===== src/mdu_cfg.svh =====
`ifndef MDU_CFG_SVH
`define MDU_CFG_SVH

// data path width, rv32 only
`define MDU_XLEN 32

// destination register tag
`define MDU_TAG_W 5

// one quotient bit per step
`define MDU_DIV_STEPS 32

// two multiplier bits per step
`define MDU_MUL_STEPS 16

`endif

===== src/mdu_pkg.sv =====
package mdu_pkg;

    // m-extension ops, encoded as funct3
    typedef enum logic [2:0] {
        MD_MUL    = 3'b000,
        MD_MULH   = 3'b001,
        MD_MULHSU = 3'b010,
        MD_MULHU  = 3'b011,
        MD_DIV    = 3'b100,
        MD_DIVU   = 3'b101,
        MD_REM    = 3'b110,
        MD_REMU   = 3'b111
    } md_op_t;

    typedef enum logic [1:0] {
        DIV_IDLE,
        DIV_INIT,
        DIV_RUN,
        DIV_DONE
    } div_state_t;

    typedef enum logic [1:0] {
        MUL_IDLE,
        MUL_RUN,
        MUL_FIX,
        MUL_DONE
    } mul_state_t;

endpackage


===== src/mdu_top.sv =====
`timescale 1ns/1ps
`include "mdu_cfg.svh"

module mdu_top import mdu_pkg::*; (
    input  logic                  clk,
    input  logic                  rst,
    input  logic                  issue,
    input  md_op_t                op,
    input  logic [`MDU_XLEN-1:0]  src_a,
    input  logic [`MDU_XLEN-1:0]  src_b,
    input  logic [`MDU_TAG_W-1:0] rd,
    input  logic                  stall,
    output logic                  mul_busy,
    output logic                  div_busy,
    output logic                  wb_en,
    output logic [`MDU_TAG_W-1:0] wb_rd,
    output logic [`MDU_XLEN-1:0]  wb_data
);

logic                  mul_start;
logic                  div_start;
md_op_t                op_q;
logic [`MDU_XLEN-1:0]  a_q;
logic [`MDU_XLEN-1:0]  b_q;
logic [`MDU_TAG_W-1:0] rd_q;

logic                  div_done;
logic                  div_grant;
logic [`MDU_XLEN-1:0]  div_result;
logic [`MDU_TAG_W-1:0] div_tag;

logic                  mul_done;
logic                  mul_grant;
logic [`MDU_XLEN-1:0]  mul_result;
logic [`MDU_TAG_W-1:0] mul_tag;

md_dispatch u_dispatch (
    .clk       (clk),
    .rst       (rst),
    .issue     (issue),
    .stall     (stall),
    .op        (op),
    .src_a     (src_a),
    .src_b     (src_b),
    .rd        (rd),
    .mul_busy  (mul_busy),
    .div_busy  (div_busy),
    .mul_start (mul_start),
    .div_start (div_start),
    .op_q      (op_q),
    .a_q       (a_q),
    .b_q       (b_q),
    .rd_q      (rd_q)
);

div_unit u_div (
    .clk    (clk),
    .rst    (rst),
    .start  (div_start),
    .op     (op_q),
    .a      (a_q),
    .b      (b_q),
    .rd     (rd_q),
    .grant  (div_grant),
    .busy   (div_busy),
    .done   (div_done),
    .result (div_result),
    .tag    (div_tag)
);

mul_unit u_mul (
    .clk    (clk),
    .rst    (rst),
    .start  (mul_start),
    .op     (op_q),
    .a      (a_q),
    .b      (b_q),
    .rd     (rd_q),
    .grant  (mul_grant),
    .busy   (mul_busy),
    .done   (mul_done),
    .result (mul_result),
    .tag    (mul_tag)
);

wb_arbiter u_arb (
    .clk        (clk),
    .rst        (rst),
    .div_done   (div_done),
    .div_result (div_result),
    .div_tag    (div_tag),
    .mul_done   (mul_done),
    .mul_result (mul_result),
    .mul_tag    (mul_tag),
    .div_grant  (div_grant),
    .mul_grant  (mul_grant),
    .wb_en      (wb_en),
    .wb_rd      (wb_rd),
    .wb_data    (wb_data)
);

endmodule


===== src/wb_arbiter.sv =====
`timescale 1ns/1ps
`include "mdu_cfg.svh"

module wb_arbiter (
    input  logic                  clk,
    input  logic                  rst,
    input  logic                  div_done,
    input  logic [`MDU_XLEN-1:0]  div_result,
    input  logic [`MDU_TAG_W-1:0] div_tag,
    input  logic                  mul_done,
    input  logic [`MDU_XLEN-1:0]  mul_result,
    input  logic [`MDU_TAG_W-1:0] mul_tag,
    output logic                  div_grant,
    output logic                  mul_grant,
    output logic                  wb_en,
    output logic [`MDU_TAG_W-1:0] wb_rd,
    output logic [`MDU_XLEN-1:0]  wb_data
);

logic [`MDU_TAG_W-1:0] win_rd;
logic [`MDU_XLEN-1:0]  win_data;

// divider first, multiplier waits a cycle at most
assign div_grant = div_done;
assign mul_grant = mul_done & ~div_done;

assign win_rd   = div_grant ? div_tag : mul_tag;
assign win_data = div_grant ? div_result : mul_result;

always_ff @(posedge clk or posedge rst) begin
    if (rst)
        wb_en <= 1'b0;
    else
        wb_en <= div_grant | mul_grant;
end

always_ff @(posedge clk) begin
    if (div_grant | mul_grant) begin
        wb_rd   <= win_rd;
        wb_data <= win_data;
    end
end

endmodule


===== src/mul_unit.sv =====
`timescale 1ns/1ps
`include "mdu_cfg.svh"

module mul_unit import mdu_pkg::*; (
    input  logic                  clk,
    input  logic                  rst,
    input  logic                  start,
    input  md_op_t                op,
    input  logic [`MDU_XLEN-1:0]  a,
    input  logic [`MDU_XLEN-1:0]  b,
    input  logic [`MDU_TAG_W-1:0] rd,
    input  logic                  grant,
    output logic                  busy,
    output logic                  done,
    output logic [`MDU_XLEN-1:0]  result,
    output logic [`MDU_TAG_W-1:0] tag
);

localparam int XLEN  = `MDU_XLEN;
localparam int CNT_W = $clog2(`MDU_MUL_STEPS);
localparam logic [CNT_W-1:0] LAST_STEP = CNT_W'(`MDU_MUL_STEPS - 1);

mul_state_t state, next_state;

logic [CNT_W-1:0]  count;
md_op_t            op_r;
logic [2*XLEN-1:0] mcand;    // shifted left two per step
logic [XLEN-1:0]   mplier;   // shifted right two per step
logic [2*XLEN-1:0] acc;
logic              neg;

logic              a_neg;
logic              b_neg;
logic [XLEN-1:0]   a_mag;
logic [XLEN-1:0]   b_mag;
logic [2*XLEN-1:0] pp0;
logic [2*XLEN-1:0] pp1;
logic [2*XLEN-1:0] prod;

// mul keeps the low word either way, so treat it unsigned
assign a_neg = a[XLEN-1] & ((op == MD_MULH) || (op == MD_MULHSU));
assign b_neg = b[XLEN-1] & (op == MD_MULH);
assign a_mag = a_neg ? -a : a;
assign b_mag = b_neg ? -b : b;

assign pp0  = mplier[0] ? mcand : '0;
assign pp1  = mplier[1] ? {mcand[2*XLEN-2:0], 1'b0} : '0;
assign prod = neg ? -acc : acc;

always_comb begin
    next_state = state;
    case (state)
        MUL_IDLE: if (start)
            next_state = MUL_RUN;
        MUL_RUN: if (count == LAST_STEP)
            next_state = MUL_FIX;
        MUL_FIX: next_state = MUL_DONE;
        MUL_DONE: if (grant)
            next_state = MUL_IDLE;
        default: next_state = MUL_IDLE;
    endcase
end

always_ff @(posedge clk or posedge rst) begin
    if (rst) begin
        state <= MUL_IDLE;
        count <= '0;
    end else begin
        state <= next_state;
        count <= (state == MUL_RUN) ? count + 1'b1 : '0;
    end
end

always_ff @(posedge clk) begin
    if (state == MUL_IDLE && start) begin
        op_r   <= op;
        tag    <= rd;
        neg    <= a_neg ^ b_neg;
        mcand  <= {{XLEN{1'b0}}, a_mag};
        mplier <= b_mag;
        acc    <= '0;
    end else if (state == MUL_RUN) begin
        acc    <= acc + pp0 + pp1;
        mcand  <= mcand << 2;
        mplier <= mplier >> 2;
    end else if (state == MUL_FIX) begin
        result <= (op_r == MD_MUL) ? prod[XLEN-1:0] : prod[2*XLEN-1:XLEN];
    end
end

assign done = (state == MUL_DONE);
assign busy = start | (state != MUL_IDLE);

endmodule


===== src/div_unit.sv =====
`timescale 1ns/1ps
`include "mdu_cfg.svh"

module div_unit import mdu_pkg::*; (
    input  logic                  clk,
    input  logic                  rst,
    input  logic                  start,
    input  md_op_t                op,
    input  logic [`MDU_XLEN-1:0]  a,
    input  logic [`MDU_XLEN-1:0]  b,
    input  logic [`MDU_TAG_W-1:0] rd,
    input  logic                  grant,
    output logic                  busy,
    output logic                  done,
    output logic [`MDU_XLEN-1:0]  result,
    output logic [`MDU_TAG_W-1:0] tag
);

localparam int XLEN  = `MDU_XLEN;
localparam int CNT_W = $clog2(`MDU_DIV_STEPS);
localparam logic [CNT_W-1:0] LAST_STEP = CNT_W'(`MDU_DIV_STEPS - 1);

div_state_t state, next_state;

logic [CNT_W-1:0] count;
md_op_t           op_r;

logic [XLEN-1:0]  dvd;       // dividend, consumed msb first
logic [XLEN:0]    dvs;       // divisor magnitude
logic [XLEN:0]    rem;       // partial remainder
logic [XLEN-1:0]  quo;
logic             sign_q;
logic             sign_r;

logic             is_signed;
logic [XLEN:0]    rem_shift;
logic             fits;

assign is_signed = (op_r == MD_DIV) || (op_r == MD_REM);
assign rem_shift = {rem[XLEN-1:0], dvd[XLEN-1]};
assign fits      = rem_shift >= dvs;

always_comb begin
    next_state = state;
    case (state)
        DIV_IDLE: if (start)
            next_state = DIV_INIT;
        DIV_INIT: next_state = DIV_RUN;
        DIV_RUN: if (count == LAST_STEP)
            next_state = DIV_DONE;
        DIV_DONE: if (grant)
            next_state = DIV_IDLE;
        default: next_state = DIV_IDLE;
    endcase
end

always_ff @(posedge clk or posedge rst) begin
    if (rst) begin
        state <= DIV_IDLE;
        count <= '0;
    end else begin
        state <= next_state;
        if (state == DIV_RUN)
            count <= count + 1'b1;
        else
            count <= '0;
    end
end

always_ff @(posedge clk) begin
    case (state)
        DIV_IDLE: begin
            if (start) begin
                op_r <= op;
                tag  <= rd;
                dvd  <= a;
                dvs  <= {1'b0, b};
            end
        end
        DIV_INIT: begin
            rem <= '0;
            quo <= '0;
            if (is_signed) begin
                // zero divisor keeps the quotient positive -> all ones
                sign_q <= (dvd[XLEN-1] ^ dvs[XLEN-1]) & (|dvs);
                sign_r <= dvd[XLEN-1];
                dvd    <= dvd[XLEN-1] ? -dvd : dvd;
                dvs    <= {1'b0, dvs[XLEN-1] ? -dvs[XLEN-1:0] : dvs[XLEN-1:0]};
            end else begin
                sign_q <= 1'b0;
                sign_r <= 1'b0;
            end
        end
        DIV_RUN: begin
            dvd <= dvd << 1;
            rem <= fits ? rem_shift - dvs : rem_shift;
            quo <= {quo[XLEN-2:0], fits};
        end
        default: begin
        end
    endcase
end

// sign fixup on the held quotient and remainder
always_comb begin
    case (op_r)
        MD_DIV:  result = sign_q ? -quo : quo;
        MD_REM:  result = sign_r ? -rem[XLEN-1:0] : rem[XLEN-1:0];
        MD_REMU: result = rem[XLEN-1:0];
        default: result = quo;                    // divu
    endcase
end

assign done = (state == DIV_DONE);
assign busy = start | (state != DIV_IDLE);

endmodule


===== src/md_dispatch.sv =====
`timescale 1ns/1ps
`include "mdu_cfg.svh"

module md_dispatch import mdu_pkg::*; (
    input  logic                  clk,
    input  logic                  rst,
    input  logic                  issue,
    input  logic                  stall,
    input  md_op_t                op,
    input  logic [`MDU_XLEN-1:0]  src_a,
    input  logic [`MDU_XLEN-1:0]  src_b,
    input  logic [`MDU_TAG_W-1:0] rd,
    input  logic                  mul_busy,
    input  logic                  div_busy,
    output logic                  mul_start,
    output logic                  div_start,
    output md_op_t                op_q,
    output logic [`MDU_XLEN-1:0]  a_q,
    output logic [`MDU_XLEN-1:0]  b_q,
    output logic [`MDU_TAG_W-1:0] rd_q
);

logic is_div;
logic target_busy;
logic accept;

assign is_div      = op inside {MD_DIV, MD_DIVU, MD_REM, MD_REMU};
assign target_busy = is_div ? div_busy : mul_busy;
assign accept      = issue & ~stall & ~target_busy; // dropped otherwise

always_ff @(posedge clk or posedge rst) begin
    if (rst) begin
        mul_start <= 1'b0;
        div_start <= 1'b0;
    end else begin
        mul_start <= accept & ~is_div;
        div_start <= accept & is_div;
    end
end

// operands stay put until the next accepted issue
always_ff @(posedge clk) begin
    if (accept) begin
        op_q <= op;
        a_q  <= src_a;
        b_q  <= src_b;
        rd_q <= rd;
    end
end

endmodule


===== config.mk =====
export PLATFORM = sky130hd
export DESIGN_NAME = mdu_top
export DESIGN_NICKNAME = d
export VERILOG_FILES = /design/src/mdu_pkg.sv /design/src/mdu_top.sv /design/src/wb_arbiter.sv /design/src/mul_unit.sv /design/src/div_unit.sv /design/src/md_dispatch.sv
export VERILOG_INCLUDE_DIRS = /design/src
export SDC_FILE = /design/constraint.sdc
export NUM_CORES = 1
export LEC_CHECK = 0
export ABC_CLOCK_PERIOD_IN_PS = 8710
export BUFFER_PORTS_ARGS = -buffer_cell sky130_fd_sc_hd__buf_2
export CAP_MARGIN = 40
export CORE_ASPECT_RATIO = 1.25
export CORE_MARGIN = 2
export CORE_UTILIZATION = 47
export DETAILED_ROUTE_END_ITERATION = 6
export SETUP_SLACK_MARGIN = 0.5
export SLEW_MARGIN = 20
export SYNTH_ARGS = -nofsm -noshare
export SYNTH_HDL_FRONTEND = slang
export SYNTH_HIERARCHICAL = 1
export SYNTH_SLANG_ARGS = --single-unit

===== constraint.sdc =====
create_clock -name clk -period 8.71 [get_ports clk]
set_input_delay 0.4355 -clock clk [delete_from_list [all_inputs] [get_ports clk]]
set_output_delay 0.4355 -clock clk [all_outputs]
set_load 0.01 [all_outputs]

# Word level (Yosys, flattened, before mapping)

Cells that the tools add are included.
W data, S select, Z words.

Bits in registers: 465
Bits of input ports: 76
Word-level logic and storage cells: 146
Output and inout port bits: 40

Mux-type cells: 36
Reductions and logical operators: 22
Add/subtract/negate cells: 12
$lt $le $gt $ge: 1
Equality and inequality tests: 25
Bitwise gates (word level): 19

Operators by type and width:

| operator             | number |
|---|---|
| $mux W32             | 15 |
| $mux W64             | 3 |
| $neg A32 Y32         | 6 |
| $pmux W32 S3         | 2 |
| $add A64 B64 Y64     | 2 |
| $pmux W32 S2         | 2 |
| $mux W33             | 2 |
| $pmux W33 S2         | 1 |
| $neg A64 Y64         | 1 |
| $ge A33 B33 Y1       | 1 |
| $reduce_or A33 Y1    | 1 |
| $sub A32 B32 Y32     | 1 |
| $eq A3 B3 Y1 const B | 7 |
| $pmux W2 S4          | 2 |
| $reduce_and A3 Y1    | 4 |
| $mux W2              | 5 |
| $mux W5              | 2 |
| $ne A2 B1 Y1 const B | 5 |
| $reduce_bool A2 Y1   | 5 |
| $and A1 B1 Y1        | 8 |
| $eq A2 B2 Y1 const B | 4 |
| $reduce_and A4 Y1    | 2 |
| $ne A2 B2 Y1 const B | 3 |
| $not A1 Y1           | 6 |
| 18 further kinds     | 25 |

# Logic depth before layout (Yosys ltp)

Gate-level depths: netlist (run 1).

Depth in word-level cells: 6
Gate-level depth with buffers: 17
Mapped depth without buffers: 15

# By module

Netlist (run 1), hierarchy kept.

By module, submodules not included:

| module      | area an instance (µm²) | seq. area each (µm²) | times used | cells an instance |
|---|---|---|---|---|
| mul_unit    | 16256.8                | 5225.0               | 1          | 1829 |
| div_unit    | 11657.4                | 4319.1               | 1          | 1399 |
| md_dispatch | 2253.4                 | 2212.1               | 1          | 80 |
| wb_arbiter  | 1644.1                 | 1136.1               | 1          | 83 |

# Least setup slack after synthesis (run 1)

No wires, ideal clock.

Kind: register to register
Start point: reg u_div.state[0]
End point: reg u_dispatch.a_q[0] (enable)
Setup slack: 4.162 ns
Data required time: 8.216 ns
Data arrival time: 4.054 ns
Period minus slack after synthesis: 4.548 ns
Path buffers: 0
Stages on the path, launching flop included: 6
Path through: dfrtp_1 inv_1 ha_1 nor2b_1 inv_1 a211oi_2

Word-level cells in the longest chain between the ends: 5

RTL lines:

| element                  | RTL line          | RTL |
|---|---|---|
| start: declaration       | div_unit.sv:23    | `div_state_t state, next_state;` |
| start signal: assignment | div_unit.sv:62    | `state <= next_state;` |
| $reduce_bool A2 Y1       | div_unit.sv:115   | `assign busy = start \| (state != DIV_IDLE);` |
| $or A1 B1 Y1             | div_unit.sv:115   |  |
| net div_busy             | mdu_top.sv:14     | `output logic div_busy,` |
| $mux W1                  | md_dispatch.sv:28 | `assign target_busy = is_div ? div_busy : mul_busy;` |
| $not A1 Y1               | md_dispatch.sv:29 | `assign accept = issue & ~stall & ~target_busy;` |
| $and A1 B1 Y1            | md_dispatch.sv:29 |  |
| net u_dispatch.accept    | md_dispatch.sv:25 | `logic accept;` |
| end signal: assignment   | md_dispatch.sv:45 | `a_q <= src_a;` |
| end: declaration         | md_dispatch.sv:18 | `` output logic [`MDU_XLEN-1:0] a_q, `` |

The timed path passes the listed nets, and every way through them passes these cells.
A chain may end at the register's enable or synchronous reset.

# Final worst setup path (run 1)

Start point: reg u_mul.mplier[0]
End point: reg u_mul.acc[61]

Word-level cells in the longest chain between the ends: 3

RTL lines:

| element                        | RTL line       | RTL |
|---|---|---|
| start: declaration             | mul_unit.sv:28 | `logic [XLEN-1:0] mplier;` |
| start signal: assignment       | mul_unit.sv:80 | `mplier <= b_mag;` |
| start signal: assignment       | mul_unit.sv:85 | `mplier <= mplier >> 2;` |
| $mux W64                       | mul_unit.sv:46 | `assign pp0 = mplier[0] ? mcand : '0;` |
| $add A64 B64 Y64 (2 in series) | mul_unit.sv:83 | `acc <= acc + pp0 + pp1;` |
| end signal: assignment         | mul_unit.sv:83 |  |
| end: declaration               | mul_unit.sv:29 | `logic [2*XLEN-1:0] acc;` |

No other way between the ends.

==> results.json, run 1 <==
{
  "r2r-start": "u_mul/mplier[0]$_DFFE_PP_",
  "antenna_found_initial": 0,
  "antenna_cells": 0,
  "worstSetupPathType": "flop to flop",
  "fp-row-count": 106,
  "insertion_delay_ps": 600,
  "worstHoldPathType": "primary input to flop",
  "p_seq_share_pct": 30.4,
  "ir_worst_vdd_uv": 272,
  "cp_cell_sequence": "buf_4, nand2_1, fa_1, inv_1, ha_1, fa_1, a21oi_1, o211ai_2, and4_1, o2111ai_1, nand2_2, a41oi_1, o21ai_0, a221oi_1, xor2_1, o21ai_0",
  "synth_area_um2": 31800,
  "crit_fanout": 64,
  "avgViaCountPerCell": 5.89,
  "clk_pin_slew_ps": 60,
  "die_w_um": 237,
  "ff_latch_area_um2": 12900,
  "area_growth_pct": 12.0,
  "end_kind": "flop",
  "finalSetupTns_ps": 0,
  "yosysSeqAreaShare_pct": 40.5,
  "grt_overflow": 0,
  "final_cell_mix": "edfxtp_1, nand2_1, nor2_1",
  "firstDrtPassIters": 6,
  "fin_crit_ps": 4840,
  "fillCellCount": 6119,
  "critPathBufInv": 2,
  "rsz0062_at_grt": "no",
  "postRouteAntennaNets": 0,
  "die-area_um2": 69800,
  "multiInputGateArea_um2": 17700,
  "syn_inst": 3391,
  "setup_violations": 0,
  "drt_iter0_markers": 1927,
  "track_usage_pct": 26.0,
  "place.port_buffers": 115,
  "relSlewSlack_pct": 41.2,
  "wire_per_inst_um": 20.9,
  "cts-buffers-inserted": 52,
  "ff2ff_setup_slack_ps": 3870,
  "coreArea_um2": 67000,
  "reg2reg_depth": 16,
  "avgSynthCellArea_um2": 9.38,
  "drc": 0,
  "synthFlopType": "edfxtp_1",
  "grt_max_degree": 74,
  "clock.fmax_ghz": 0.206,
  "synth-edff-count": 352,
  "hold_path.startpoint": "rd[3]",
  "powerDensity_nw_per_um2": 434,
  "htreeDepth": 2,
  "pwr-share-comb_pct": 54.5,
  "intPower_uw": 8320,
  "setup_slack_ps": 3870,
  "cts.sinks": 464,
  "arrival_ps": 5300,
  "synthDistinctLibCells": 108,
  "slew_violations": 0,
  "place_congestion": 0.941,
  "p_leak_uw": 0.0138,
  "holdPathEnd": "u_dispatch/rd_q[3]$_DFFE_PP_",
  "clock_path_buffers": 3,
  "hold_viol_final": 0,
  "num-nets-final": 3737,
  "die_h_um": 295,
  "outcome": "complete, no violations",
  "swShare_pct": 46.2,
  "drive_above_1_share_pct": 9.56,
  "regToRegEndpoint": "u_mul/acc[61]$_SDFFE_PP0P_",
  "syn_nets": 3645,
  "start_util_pct": 47.5,
  "ys_ff_latch": 464,
  "hold_path_depth": 1,
  "cp_slowest_cell": "a41oi_1",
  "cap_viol_max_count": 0,
  "power.switching_uw": 7140,
  "synthArstFlopShare_pct": 3.45,
  "worstSetupStartpointType": "flop",
  "cp_top_family": "compound AO/OA/AOI/OAI gates",
  "tightest_slew_ps": 882,
  "fin_skew_ps": 13.3,
  "slowest_delay_ps": 590,
  "grt_pass1_wl_um": 143000,
  "min_period_over_period_pct": 55.6,
  "dp_hpwl_um": 67700,
  "p_clk_share_pct": 15.1,
  "worst-endpoint-required_ps": 9170,
  "drt_wl_total_um": 91600,
  "num_vias": 25842,
  "cts-root-buf": "clkbuf_16",
  "ios": 116,
  "post-place-ws_ps": 3900,
  "cts_tree": "built",
  "final_common_cell": "edfxtp_1",
  "synth_warnings": 6,
  "grt_pass1_vias": 25544
}
[Yosys cell counts, types with 84 or more instances]
library cell	n	area, µm²
edfxtp_1	352	10600
nand2_1	316	1190
nor2_1	293	1100
a21oi_1	240	1200
o21ai_0	232	1160
and2_1	165	1030
xnor2_1	141	1230
clkbuf_1	140	526
inv_1	140	526
ha_1	114	1430
xor2_1	103	902
dfxtp_1	96	1920
mux2i_1	84	841
[power groups by stage]
stage | clock network [µW] | logic [µW] | registers, µW
finish | 2330 | 8420 | 4700
global route | 2470 | 9350 | 4810
CTS | 2400 | 8390 | 4700
detailed placement | 0 | 8320 | 4740
global placement | 0 | 8150 | 4710
floorplan | 0 | 6300 | 4310
[kinds of logic (layout without fill, tap and decap cells)]
kind of cell / after synthesis / after routing / share of synthesized area (%)
AOI/OAI and AO/OA: 873 / 873 / 17.3
adders and majority gates: 178 / 178 / 8.51
DFF: 464 / 464 / 40.5
muxes: 124 / 124 / 4.15
buffers and inverters: 324 / 458 / 4.00
xor gates and xnor gates: 244 / 244 / 6.72
and+or+nand+nor: 1184 / 1184 / 18.8
[through the flow]
step                      utilization [%]  instance area (µm²)  cells  power (µW)  hold WS, ps
after floorplan                         -                31800   3391       10600          164
after global placement               49.3                33000   4217       12900          334
after detailed placement             49.4                33100   4223       13100          337
after CTS                            53.1                35600   4388       15500        0.446
after global routing                 53.2                35600   4389       16600         11.4
final                                53.2                35600   4389       15500         34.8
[sequential cells by signal (all words and copies together) (netlist names), 32 cells and up]
signal	flops
u_arb/wb_data	32
u_dispatch/a_q	32
u_dispatch/b_q	32
u_div/dvd	32
u_div/dvs	32
u_div/quo	32
u_div/rem	32
u_mul/acc	64
u_mul/mcand	64
u_mul/mplier	32
u_mul/result	32
[metal layers]
layer | GRT usage (%) | routed length (µm)
met1 | 30.5 | 37100
met2 | 48.1 | 47400
met3 | 2.58 | 3300
met4 | 10.9 | 3780
met5 | 0 | 0
[final cells by class]
class / count / area share [%]
clock buffer: 71 / 4.09
clock inverter: 25 / 0.970
inverter: 142 / 1.50
tap: 864 / 3.04
sequential: 464 / 36.2
multi-input combinational: 2603 / 49.7
timing repair buffer: 220 / 4.48
[worst max-delay path by stage]
stage	startpoint	to	slack [ps]	cells after the start
after floorplan	u_div/state[0]$_DFFE_PP0P_	u_dispatch/a_q[0]$_DFFE_PP_	4160	5
after global placement	u_mul/mplier[0]$_DFFE_PP_	u_mul/acc[61]$_SDFFE_PP0P_	3960	16
after detailed placement	u_mul/mplier[0]$_DFFE_PP_	u_mul/acc[61]$_SDFFE_PP0P_	3900	16
after CTS	u_mul/mplier[0]$_DFFE_PP_	u_mul/acc[61]$_SDFFE_PP0P_	3910	16
after global routing	u_mul/mplier[0]$_DFFE_PP_	u_mul/acc[61]$_SDFFE_PP0P_	3560	16
final	u_mul/mplier[0]$_DFFE_PP_	u_mul/acc[61]$_SDFFE_PP0P_	3870	16
[repair_timing]
action / CTS / global route
hold buffers: 69 / 0
buffers inserted: 0 / 0
hold endpoints to repair: 84 / 0
gates resized for setup: 0 / 0
Power figures use the tool's default switching activity.
==> run 2, diff against run 1 <==
- ABC_CLOCK_PERIOD_IN_PS: 8710 -> 4970
- clock period: 8.71 -> 4.97 ns (I/O delays scaled with it)
==> run 2 against run 1 <==
Against the previous run: power grew 75%; sequential share of layout area down 0.25 points; sequential cell count unchanged; critical endpoint is now u_mul/acc[63]$_SDFFE_PP0P_.
==> results.json, run 2 (synthesis results as in run 1) <==
{
  "pwr-share-comb_pct": 55.1,
  "ios": 116,
  "wire_per_inst_um": 21.1,
  "antenna_found_initial": 0,
  "largestRegisters": "u_mul/acc: 64 flops, u_mul/mcand: 64 flops",
  "cts-buffers-inserted": 52,
  "crit_end": "u_mul/acc[63]$_SDFFE_PP0P_",
  "swShare_pct": 46.5,
  "reg2reg_depth": 14,
  "regToRegEndpoint": "u_mul/acc[63]$_SDFFE_PP0P_",
  "grt_max_degree": 103,
  "critPathMostFrequentCell": "o31a_1",
  "coreArea_um2": 67000,
  "power.switching_uw": 12600,
  "cp_slowest_cell": "edfxtp_1",
  "dp_hpwl_um": 69300,
  "avgViaCountPerCell": 5.90,
  "area_growth_pct": 12.7,
  "place_congestion": 0.934,
  "num_vias": 26019,
  "drc": 0,
  "drt_iter0_markers": 1747,
  "grt_overflow": 0,
  "arrival_ps": 4810,
  "clock_path_buffers": 3,
  "worst-endpoint-required_ps": 5470,
  "ir_worst_vdd_uv": 533,
  "startpoint": "u_mul/mplier[1]$_DFFE_PP_",
  "track_usage_pct": 26.5,
  "intPower_uw": 14500,
  "relSlewSlack_pct": 40.7,
  "grt_pass1_vias": 25963,
  "grt_pass1_wl_um": 145000,
  "end_kind": "flop",
  "slew_violations": 0,
  "fin_crit_ps": 4300,
  "clk_pin_slew_ps": 60,
  "finalSetupTns_ps": 0,
  "htreeDepth": 2,
  "antenna_cells": 0,
  "place.port_buffers": 115,
  "p_leak_uw": 0.0140,
  "tightest_slew_ps": 887,
  "outcome": "complete, no violations",
  "fp-row-count": 106,
  "worstSetupStartpointType": "flop",
  "powerDensity_nw_per_um2": 756,
  "cts.sinks": 464,
  "cap_viol_max_count": 0,
  "worstHoldPathType": "primary input to asynchronous set/reset pin",
  "num-nets-final": 3759,
  "post-place-ws_ps": 390,
  "final_common_cell": "edfxtp_1",
  "die_h_um": 295,
  "die_w_um": 237,
  "hold_viol_final": 0,
  "postRouteAntennaNets": 0,
  "crit_fanout": 41,
  "fin_skew_ps": 25.0,
  "slowest_delay_ps": 480,
  "die-area_um2": 69800,
  "drive_above_1_share_pct": 10.2,
  "setup_slack_ps": 668,
  "p_seq_share_pct": 30.3,
  "cp_cell_sequence": "buf_8, buf_4, and2_1, fa_1, ha_1, nand4_1, nor3_4, o21ai_0, o211ai_1, a41oi_4, o31a_1, o31a_1, o2111a_1, a31o_1",
  "cts-root-buf": "clkbuf_16",
  "p_clk_share_pct": 14.7,
  "firstDrtPassIters": 6,
  "cts_tree": "built",
  "worstSetupPathType": "flop to flop",
  "final_cell_mix": "edfxtp_1, nand2_1, nor2_1",
  "r2r-start": "u_mul/mplier[1]$_DFFE_PP_",
  "start_util_pct": 47.5,
  "rsz0062_at_grt": "yes",
  "setup_violations": 0,
  "ff2ff_setup_slack_ps": 670,
  "min_period_over_period_pct": 86.6,
  "insertion_delay_ps": 620,
  "clock.fmax_ghz": 0.232,
  "drt_wl_total_um": 93200
}
[run 2: cell type report]
type                            count  area (µm²)
Multi-Input combinational cell   2603       17800
Inverter                          142         533
Sequential cell                   464       12900
Timing Repair Buffer              242        1830
Fill cell                        6012       31100
Clock inverter                     21         234
Clock buffer                       76        1520
Tap cell                          864        1080
[run 2: metal layers]
| layer | vias up | GRT usage (%) | part of all wire (%) |
|---|---|---|---|
| li1 | 12519 | - | - |
| met1 | 12606 | 30.9 | 40 |
| met2 | 693 | 49.3 | 52 |
| met3 | 201 | 2.93 | 4.3 |
| met4 | 0 | 10.5 | 3.9 |
| met5 | - | 0 | 0 |
[run 2: worst min-delay path by stage]
stage	from	endpoint	cells after the start
floorplan	rst	u_arb/wb_en$_DFF_PP0_	1
global placement	rst	u_arb/wb_en$_DFF_PP0_	2
detailed placement	rst	u_arb/wb_en$_DFF_PP0_	2
CTS	rst	u_arb/wb_en$_DFF_PP0_	3
global route	rst	u_arb/wb_en$_DFF_PP0_	3
finish	rst	u_arb/wb_en$_DFF_PP0_	3
[run 2: power by group through the flow]
stage / clock, µW / combinational [µW] / sequential, µW
6_report: 3970 / 14900 / 8210
5_1_grt: 4210 / 16600 / 8410
4_1_cts: 4080 / 14800 / 8210
2_1_floorplan: 0 / 11100 / 7550
3_5_place_dp: 0 / 14700 / 8270
3_3_place_gp: 0 / 14400 / 8240
[run 2: worst max-delay path: cells and delay by family (launching register included)]
kind            cells  cell delay [ps]
compound gates      7             1620
fa+ha+maj           2              890
simple gates        3              720
flops               1              480
buf+inv             2              430
[run 2: repair_timing]
| item | CTS | global route |
|---|---|---|
| setup buffers | 0 | 2 |
| resized for setup | 3 | 9 |
| endpoints found under the setup margin | 2 | 17 |
| endpoints found under the hold margin | 90 | 0 |
| pin swaps | 0 | 2 |
| hold buffers | 76 | 0 |
[run 2: per-stage QoR]
stage	area (µm²)	util, %	instances	total power [µW]	hold WS (ps)
final	35900	53.5	4412	27100	79.7
after global routing	35900	53.5	4412	29200	75.8
after CTS	35700	53.3	4407	27100	59.7
after detailed placement	33200	49.5	4234	22900	148
after global placement	33100	49.5	4230	22600	146
after floorplan	31800	-	3391	18600	-22.8
